[src/logic/cmd_pkg.sv]
package cmd_pkg;

  // Header byte codes, top byte of a header word
  typedef enum logic [7:0] {
    CMD_COORDINATED_STEP = 8'h01,
    CMD_MOTOR_ENABLE     = 8'h0a,
    CMD_CLK_DIVISOR      = 8'h0b,
    CMD_API_VERSION      = 8'hfe
  } cmd_e;

  // Reply bytes for CMD_API_VERSION
  localparam logic [7:0] VERSION_MAJOR = 8'd1;
  localparam logic [7:0] VERSION_MINOR = 8'd0;
  localparam logic [7:0] VERSION_PATCH = 8'd2;

  typedef struct packed {
    logic [7:0]  header;   // Holds a cmd_e code
    logic [55:0] payload;
  } hdr_view_t;

  typedef struct packed {
    logic [31:0] unused;
    logic [31:0] value;    // Duration or increment word
  } data_view_t;

  // One SPI word, read as header or as data by message state
  typedef union packed {
    hdr_view_t  hdr;
    data_view_t data;
  } spi_word_u;

endpackage

[src/logic/motion_pkg.sv]
package motion_pkg;

  localparam int ENC_BITS = 32;  // Encoder count width
  localparam int DUR_BITS = 32;
  localparam int INC_BITS = 32;

  // Headroom above the increment so long negative runs do not wrap
  localparam int ACC_BITS = 48;

  // Accumulator level worth one step
  localparam int STEP_THRESHOLD = 32'sd1 << 30;

  // One queued move segment
  typedef struct packed {
    logic                       dir;
    logic [DUR_BITS-1:0]        duration;   // Ticks
    logic signed [INC_BITS-1:0] increment;
    logic signed [INC_BITS-1:0] inc_inc;    // Added to increment every tick
  } segment_t;

endpackage

[src/logic/move_if.sv]
`timescale 1ns/100ps

// Segment transfer, moves when valid and accept are both high
interface move_if;
  logic                  valid;
  logic                  accept;
  motion_pkg::segment_t  seg;

  // Command decoder side
  modport writer (output valid, output seg, input accept);

  // Queue write port, accept means not full
  modport queue_in (input valid, input seg, output accept);

  // Queue read port, valid means not empty
  modport queue_out (output valid, output seg, input accept);

  // Step generator side, accept while loading
  modport reader (input valid, input seg, output accept);

endinterface

[src/logic/spi_word_rx.sv]
`timescale 1ns/100ps

module spi_word_rx (
  input  logic                CLK,
  input  logic                resetn,
  input  logic                sck,
  input  logic                cs,
  input  logic                copi,
  output logic                cipo,
  input  cmd_pkg::spi_word_u  tx_word,
  output cmd_pkg::spi_word_u  rx_word,
  output logic                word_valid
);

  logic [2:0]  sck_s;   // Two sync stages plus history
  logic [2:0]  cs_s;
  logic [1:0]  copi_s;
  logic [63:0] shift_r;
  logic [5:0]  bit_cnt;
  logic        cipo_r;
  logic        valid_r;
  logic        sck_rise, sck_fall, cs_fall, cs_low;

  always_ff @(posedge CLK) begin
    if (!resetn) begin
      sck_s  <= '0;
      cs_s   <= '1;
      copi_s <= '0;
    end else begin
      sck_s  <= {sck_s[1:0], sck};
      cs_s   <= {cs_s[1:0], cs};
      copi_s <= {copi_s[0], copi};
    end
  end

  assign sck_rise = sck_s[1] & ~sck_s[2];
  assign sck_fall = ~sck_s[1] & sck_s[2];
  assign cs_fall  = ~cs_s[1] & cs_s[2];
  assign cs_low   = ~cs_s[1];

  // Mode 0, COPI sampled on rise and CIPO updated on fall
  always_ff @(posedge CLK) begin
    if (cs_fall)
      shift_r <= tx_word;  // Reply to the previous word
    else if (cs_low && sck_rise)
      shift_r <= {shift_r[62:0], copi_s[1]};
  end

  always_ff @(posedge CLK) begin
    if (!resetn) begin
      bit_cnt <= '0;
      cipo_r  <= 1'b0;
      valid_r <= 1'b0;
    end else begin
      valid_r <= 1'b0;
      if (cs_fall) begin
        bit_cnt <= '0;
        cipo_r  <= tx_word[63];
      end else if (!cs_low) begin
        bit_cnt <= '0;  // Partial word dropped
      end else if (sck_rise) begin
        bit_cnt <= bit_cnt + 6'd1;
        if (bit_cnt == 6'd63)
          valid_r <= 1'b1;
      end else if (sck_fall) begin
        cipo_r <= shift_r[63];
      end
    end
  end

  assign cipo       = cipo_r;
  assign rx_word    = shift_r;
  assign word_valid = valid_r;

endmodule

[src/logic/cmd_decoder.sv]
`timescale 1ns/100ps

module cmd_decoder #(
  parameter int MOVE_DEPTH = 4
) (
  input  logic                                 CLK,
  input  logic                                 resetn,
  input  cmd_pkg::spi_word_u                   rx_word,
  input  logic                                 word_valid,
  input  logic                                 halt,       // Active low
  input  logic signed [motion_pkg::ENC_BITS-1:0] enc_count,
  move_if.writer                               mv,
  output cmd_pkg::spi_word_u                   tx_word,
  output logic                                 enable,
  output logic [7:0]                           tick_div
);

  // Queue pointer logic depends on a power of two depth
  if (MOVE_DEPTH < 2 || (MOVE_DEPTH & (MOVE_DEPTH - 1)) != 0) begin : g_depth_check
    $error("MOVE_DEPTH must be a power of two of at least 2");
  end

  logic [1:0]                            msg_cnt;  // 0 header, 1..3 move data words
  logic                                  wr_valid;
  logic                                  is_move_hdr;
  motion_pkg::segment_t                  seg_r;
  logic signed [motion_pkg::ENC_BITS-1:0] enc_snap;

  assign is_move_hdr = word_valid && (msg_cnt == 2'd0) &&
                       (rx_word.hdr.header == cmd_pkg::CMD_COORDINATED_STEP);

  // Segment fields collected across the move message
  always_ff @(posedge CLK) begin
    if (is_move_hdr) begin
      seg_r.dir <= rx_word.hdr.payload[0];
      enc_snap  <= enc_count;  // Position at move start
    end
    if (word_valid) begin
      case (msg_cnt)
        2'd1: seg_r.duration  <= rx_word.data.value;
        2'd2: seg_r.increment <= rx_word.data.value;
        2'd3: seg_r.inc_inc   <= rx_word.data.value;
        default: ;
      endcase
    end
  end

  always_ff @(posedge CLK) begin
    if (!resetn) begin
      msg_cnt  <= 2'd0;
      wr_valid <= 1'b0;
      tx_word  <= '0;
      enable   <= 1'b0;
      tick_div <= 8'd3;
    end else begin
      wr_valid <= 1'b0;
      if (word_valid) begin
        tx_word <= '0;
        if (msg_cnt == 2'd0) begin
          case (rx_word.hdr.header)
            cmd_pkg::CMD_COORDINATED_STEP: msg_cnt <= 2'd1;
            cmd_pkg::CMD_MOTOR_ENABLE:     enable <= rx_word.hdr.payload[0];
            cmd_pkg::CMD_CLK_DIVISOR:      tick_div <= rx_word.hdr.payload[7:0];
            cmd_pkg::CMD_API_VERSION:
              tx_word <= {40'd0, cmd_pkg::VERSION_MAJOR,
                          cmd_pkg::VERSION_MINOR, cmd_pkg::VERSION_PATCH};
            default: ;
          endcase
        end else begin
          msg_cnt <= msg_cnt + 2'd1;  // Wraps to header after word 3
          if (msg_cnt == 2'd2)
            tx_word <= 64'(enc_snap);
          if (msg_cnt == 2'd3)
            wr_valid <= halt;  // No new segment while halted
        end
      end
    end
  end

  // Dropped if the queue is full on this pulse
  assign mv.valid = wr_valid;
  assign mv.seg   = seg_r;

endmodule

[src/logic/move_queue.sv]
`timescale 1ns/100ps

module move_queue #(
  parameter int MOVE_DEPTH = 4
) (
  input  logic     CLK,
  input  logic     resetn,
  input  logic     halt,   // Active low, flushes
  move_if.queue_in  wr,
  move_if.queue_out rd,
  output logic     queue_space
);

  localparam int IDX_BITS = $clog2(MOVE_DEPTH);

  motion_pkg::segment_t mem [MOVE_DEPTH];

  // Extra top bit tells full from empty
  logic [IDX_BITS:0] wr_ptr;
  logic [IDX_BITS:0] rd_ptr;
  logic              full, empty;
  logic              wr_en, rd_en;

  assign full  = (wr_ptr[IDX_BITS] != rd_ptr[IDX_BITS]) &&
                 (wr_ptr[IDX_BITS-1:0] == rd_ptr[IDX_BITS-1:0]);
  assign empty = (wr_ptr == rd_ptr);

  assign wr_en = wr.valid && !full && halt;
  assign rd_en = rd.valid && rd.accept;

  always_ff @(posedge CLK) begin
    if (wr_en)
      mem[wr_ptr[IDX_BITS-1:0]] <= wr.seg;
  end

  always_ff @(posedge CLK) begin
    if (!resetn) begin
      wr_ptr <= '0;
      rd_ptr <= '0;
    end else begin
      if (wr_en)
        wr_ptr <= wr_ptr + 1'b1;
      if (!halt)
        rd_ptr <= wr_ptr;  // Drop everything queued
      else if (rd_en)
        rd_ptr <= rd_ptr + 1'b1;
    end
  end

  assign wr.accept   = !full;
  assign rd.valid    = !empty;
  assign rd.seg      = mem[rd_ptr[IDX_BITS-1:0]];  // Head visible the cycle after write
  assign queue_space = !full;

endmodule

[src/logic/dda_stepper.sv]
`timescale 1ns/100ps

module dda_stepper (
  input  logic       CLK,
  input  logic       resetn,
  input  logic       halt,      // Active low, aborts the segment
  input  logic [7:0] tick_div,
  move_if.reader     mv,
  output logic       step,
  output logic       dir,
  output logic       move_done
);

  localparam int AW = motion_pkg::ACC_BITS;
  localparam int IW = motion_pkg::INC_BITS;
  localparam logic signed [AW-1:0] THRESH = AW'(motion_pkg::STEP_THRESHOLD);

  logic                             busy;
  logic [motion_pkg::DUR_BITS-1:0]  tick_cnt;  // Ticks left in the segment
  logic [7:0]                       div_cnt;
  logic signed [IW-1:0]             inc_r;
  logic signed [IW-1:0]             inc_inc_r;
  logic signed [AW-1:0]             acc;
  logic signed [AW-1:0]             acc_add, acc_sub;
  logic                             step_r, dir_r, done_r;
  logic                             tick, take_step, load;

  assign load      = mv.valid && mv.accept;
  assign tick      = busy && (div_cnt == 8'd0) && (tick_cnt != '0);
  assign take_step = (acc >= THRESH) && !step_r;  // At most one pulse per two cycles
  assign acc_add   = tick ? AW'(inc_r) : '0;
  assign acc_sub   = take_step ? THRESH : '0;

  always_ff @(posedge CLK) begin
    if (!resetn || !halt) begin
      busy   <= 1'b0;
      acc    <= '0;
      step_r <= 1'b0;
      if (!resetn) begin
        dir_r  <= 1'b0;
        done_r <= 1'b0;
      end
    end else begin
      acc    <= acc + acc_add - acc_sub;  // Remainder carries to next segment
      step_r <= take_step;
      if (load) begin
        busy  <= 1'b1;
        dir_r <= mv.seg.dir;
      end else if (busy && tick_cnt == '0) begin
        busy   <= 1'b0;
        done_r <= ~done_r;
      end
    end
  end

  // Segment datapath
  always_ff @(posedge CLK) begin
    if (load) begin
      tick_cnt  <= mv.seg.duration;
      div_cnt   <= tick_div;
      inc_r     <= mv.seg.increment;
      inc_inc_r <= mv.seg.inc_inc;
    end else if (tick) begin
      tick_cnt <= tick_cnt - 1'b1;
      div_cnt  <= tick_div;
      inc_r    <= inc_r + inc_inc_r;
    end else if (div_cnt != 8'd0) begin
      div_cnt <= div_cnt - 8'd1;
    end
  end

  assign mv.accept = !busy && halt;
  assign step      = step_r;
  assign dir       = dir_r;
  assign move_done = done_r;

endmodule

[src/logic/quad_enc.sv]
`timescale 1ns/100ps

module quad_enc (
  input  logic                                  CLK,
  input  logic                                  resetn,
  input  logic                                  a,
  input  logic                                  b,
  output logic signed [motion_pkg::ENC_BITS-1:0] count,
  output logic                                  fault
);

  localparam int EW = motion_pkg::ENC_BITS;

  logic [2:0] a_s;  // Stage 2 is the previous sample
  logic [2:0] b_s;
  logic       a_edge, b_edge, count_up;

  always_ff @(posedge CLK) begin
    a_s <= {a_s[1:0], a};
    b_s <= {b_s[1:0], b};
  end

  assign a_edge   = a_s[1] ^ a_s[2];
  assign b_edge   = b_s[1] ^ b_s[2];
  assign count_up = a_s[1] ^ b_s[2];  // High when A leads B

  always_ff @(posedge CLK) begin
    if (!resetn) begin
      count <= '0;
      fault <= 1'b0;
    end else if (a_edge && b_edge) begin
      fault <= 1'b1;  // Both moved at once, sticky
    end else if (a_edge || b_edge) begin
      count <= count_up ? count + EW'(1) : count - EW'(1);
    end
  end

endmodule

[src/logic/stepper_top.sv]
`timescale 1ns/100ps

module stepper_top #(
  parameter int MOVE_DEPTH = 4
) (
  input  logic CLK,
  input  logic resetn,
  input  logic SCK,
  input  logic CS,
  input  logic COPI,
  output logic CIPO,
  input  logic ENC_A,
  input  logic ENC_B,
  input  logic HALT,        // Active low
  output logic STEP,
  output logic DIR,
  output logic ENABLE,
  output logic MOVE_DONE,
  output logic BUFFER_DTR,
  output logic ENC_FAULT
);

  cmd_pkg::spi_word_u                    rx_word;
  cmd_pkg::spi_word_u                    tx_word;
  logic                                  word_valid;
  logic signed [motion_pkg::ENC_BITS-1:0] enc_count;
  logic [7:0]                            tick_div;

  move_if wr_move ();  // Decoder to queue
  move_if rd_move ();  // Queue to step generator

  spi_word_rx u_spi (
    .CLK        (CLK),
    .resetn     (resetn),
    .sck        (SCK),
    .cs         (CS),
    .copi       (COPI),
    .cipo       (CIPO),
    .tx_word    (tx_word),
    .rx_word    (rx_word),
    .word_valid (word_valid)
  );

  cmd_decoder #(.MOVE_DEPTH(MOVE_DEPTH)) u_dec (
    .CLK        (CLK),
    .resetn     (resetn),
    .rx_word    (rx_word),
    .word_valid (word_valid),
    .halt       (HALT),
    .enc_count  (enc_count),
    .mv         (wr_move.writer),
    .tx_word    (tx_word),
    .enable     (ENABLE),
    .tick_div   (tick_div)
  );

  move_queue #(.MOVE_DEPTH(MOVE_DEPTH)) u_queue (
    .CLK         (CLK),
    .resetn      (resetn),
    .halt        (HALT),
    .wr          (wr_move.queue_in),
    .rd          (rd_move.queue_out),
    .queue_space (BUFFER_DTR)
  );

  dda_stepper u_dda (
    .CLK       (CLK),
    .resetn    (resetn),
    .halt      (HALT),
    .tick_div  (tick_div),
    .mv        (rd_move.reader),
    .step      (STEP),
    .dir       (DIR),
    .move_done (MOVE_DONE)
  );

  quad_enc u_enc (
    .CLK    (CLK),
    .resetn (resetn),
    .a      (ENC_A),
    .b      (ENC_B),
    .count  (enc_count),
    .fault  (ENC_FAULT)
  );

endmodule

[config.mk]
export PLATFORM = sky130hd
export DESIGN_NAME = stepper_top
export DESIGN_NICKNAME = d
export VERILOG_FILES = /design/src/logic/cmd_pkg.sv /design/src/logic/motion_pkg.sv /design/src/logic/move_if.sv /design/src/logic/spi_word_rx.sv /design/src/logic/cmd_decoder.sv /design/src/logic/move_queue.sv /design/src/logic/dda_stepper.sv /design/src/logic/quad_enc.sv /design/src/logic/stepper_top.sv
export SDC_FILE = /design/constraint.sdc
export NUM_CORES = 1
export LEC_CHECK = 0
export CORE_UTILIZATION = 50
export DETAILED_ROUTE_END_ITERATION = 12
export DONT_BUFFER_PORTS = 1
export HOLD_SLACK_MARGIN = 0.02
export PLACE_DENSITY = 0.78
export SYNTH_ARGS = -nofsm -noshare
export SYNTH_HDL_FRONTEND = slang
export SYNTH_HIERARCHICAL = 1
export SYNTH_SLANG_ARGS = --single-unit
[constraint.sdc]
create_clock -name CLK -period 4.9 [get_ports CLK]
set_clock_uncertainty 0.2 [all_clocks]
set_input_delay 1.47 -clock CLK [delete_from_list [all_inputs] [get_ports CLK]]
set_output_delay 1.47 -clock CLK [all_outputs]
set_load 0.03 [all_outputs]
==> out/qor.yml <==
final.setup.tns_ps: -166
min_period_ps: 4990
synth_warnings: 6
drc: 0
worstPathArrival_ps: 5350
die_h_um: 279
cp_slowest_stage_delay_ps: 580
path_class: "flop to flop"
initialDrtViolationCount: 2467
hp-class: "flop to flop"
relSlewSlack_pct: 22.1
cp_slowest_cell: "or4_1"
cp.required_ps: 5260
clk_latency_ps: 640
design.portCount: 15
hpwl_mm: 49.2
vias: 23554
clockBufferDepth: 3
crit_fanout: 4
port_buffers: 0
post-place-ws_ps: -241
areaGrowthSynthToFinish_pct: 12.6
seq_area_mm2: 0.0238
antenna_found_initial: 3
critPathLaunchType: "flop"
grt_pass1_vias: 23953
slew_violations: 0
syn_nets: 2986
vias_per_cell: 5.85
cp_num_buf_inv: 1
cts_buffers: 83
violations: "negative setup slack"
cap_violations: 0
gp_congestion: 0.884
fmax_mhz: 200
ant_nets: 0
rsz0062_at_grt: "true"
gr-total-overflow: 0
fp.dieW_um: 279
multi_input_area_mm2: 0.0135
first_pass_iters: 5
cts_hold_buf: 0
cpLargestDelayFamily: "simple AND/OR/NAND/NOR gates"
grt_pass1_wl_mm: 130
cts_tree: "done"
drive_gt1_share_pct: 17.7
layout.nets: 3074
power_density_mw_per_mm2: 504
synth_cells: 2838
rows: 101
syn_area_per_cell_um2: 13.5
cellLeakagePower_uw: 0.0154
coreArea_mm2: 0.0759
worst_slack_ps: -91.8
status: "finished, violations left"
wl_per_cell_um: 20.5
hold_violations: 0
drt_wl_total_mm: 82.5
clock_sinks: 844
post-route-period-util_pct: 102
cp-end-kind: "flop"
grt_max_degree: 98
setup_viol: 4
netlist_area_mm2: 0.0383
initial_core_util_pct: 50.5
fillers: 5661
dieArea_mm2: 0.0778
antennaDiodeCount: 0
crit_chain: "or4_1, nor3_2, or3b_4, nand3b_4, and3_4, nand2_4, ha_4, inv_4, ha_4, nor2b_4, o31a_1, o31ai_4, o221a_4, a211oi_4, o31ai_4, a21oi_2, or4b_1, nand3_1"
tightest_slew_ps: 1170
cts.clk_slew.worst_paths_ps: 70
htree_levels: 3
clockRootBuffer: "clkbuf_16"
gr-usage-all-layers_pct: 21.1
ir_worst_vdd_v: 0.000331
## layout by cell type, fill, tap and decap left out, types with 13 or more instances in the layout
cell,instances
nand3_1,39
a21oi_1,131
o21ai_0,86
buf_4,143
and3_1,18
or3_1,18
a31oi_1,17
nor4_1,30
mux2_2,15
a21o_1,40
ha_1,128
mux2_4,49
and2_1,20
nor2b_1,77
nor2_1,172
o31ai_1,16
nand4_1,27
or4_1,27
clkbuf_1,13
xnor2_1,63
xor2_1,56
dfxtp_1,155
mux2i_1,29
o21ai_1,16
mux4_2,97
nor3_1,55
clkinv_1,18
nand2_1,199
nand2b_1,18
clkbuf_16,84
o21a_1,15
inv_1,167
edfxtp_1,687
## power by group
| group | switching [µW] | internal [µW] | leakage, µW |
|---|---|---|---|
| sequential | 431 | 8060 | 0.00750 |
| clock | 2750 | 3690 | 0.00134 |
| combinational | 3610 | 3240 | 0.00653 |
| total | 6790 | 15000 | 0.0154 |
## state kept, by name (all words and copies together) (netlist names), 2 cells and up, named ones only
register and cells:
u_spi/copi_s 2, u_dda/inc_inc_r 32, u_spi/bit_cnt 6, u_spi/rx_word 64, u_dec/tick_div 8, u_queue/rd_ptr 3, u_dec/msg_cnt 2, u_enc/a_s 3
u_dda/div_cnt 8, u_spi/sck_s 3, u_dec/tx_word 32, u_dda/inc_r 32, u_enc/count 32, u_queue/wr_ptr 3, u_queue/mem 388, u_dda/acc 48
u_dda/tick_cnt 32, u_spi/cs_s 3, u_dec/mv.seg 97, u_enc/b_s 3, u_dec/enc_snap 32
## per-layer routing
layer,vias up,part of all wire [%],track usage (%)
met5,-,0,0
met4,0,3.4,8.17
met3,188,6.2,3.44
met2,903,50,36.6
met1,11730,40,26.5
li1,10733,-,-
## cell type report
| type | count | area share [%] |
|---|---|---|
| well taps | 1030 | 2.98 |
| flip-flops and latches | 844 | 55.1 |
| repair buffers | 149 | 2.76 |
| clock inverters | 54 | 1.36 |
| clock buffers | 99 | 5.04 |
| multi-input cells | 1675 | 31.3 |
| inverters | 173 | 1.51 |
## worst paths after layout
check                startpoint       endpoint  slack, ps  cells past startpoint
max reg2reg  u_dda/tick_cnt[11]  u_dda/acc[42]        -90                     18
max          u_dda/tick_cnt[11]  u_dda/acc[42]        -90                     18
min                u_enc/a_s[0]   u_enc/a_s[1]        130                      0
min reg2reg        u_enc/a_s[0]   u_enc/a_s[1]        130                      0
## through the flow
step	instances	total power (µW)	hold slack (ps)	area [µm²]	util [%]
after global placement	3857	14800	119	40000	52.7
final	4024	21800	127	43200	56.9
after CTS	4017	21500	133	42900	56.5
after floorplan	2838	12800	110	38400	-
after global routing	4024	22900	145	43200	56.9
after detailed placement	3857	14900	118	40000	52.7
## timing repair
item | in CTS | in global routing
cloned | 1 | 0
pin swaps | 16 | 20
buffers inserted | 6 | 7
gates resized for setup | 26 | 41
endpoints found under the setup margin | 23 | 27
Note: power is estimated with default switching activity, not from simulation.
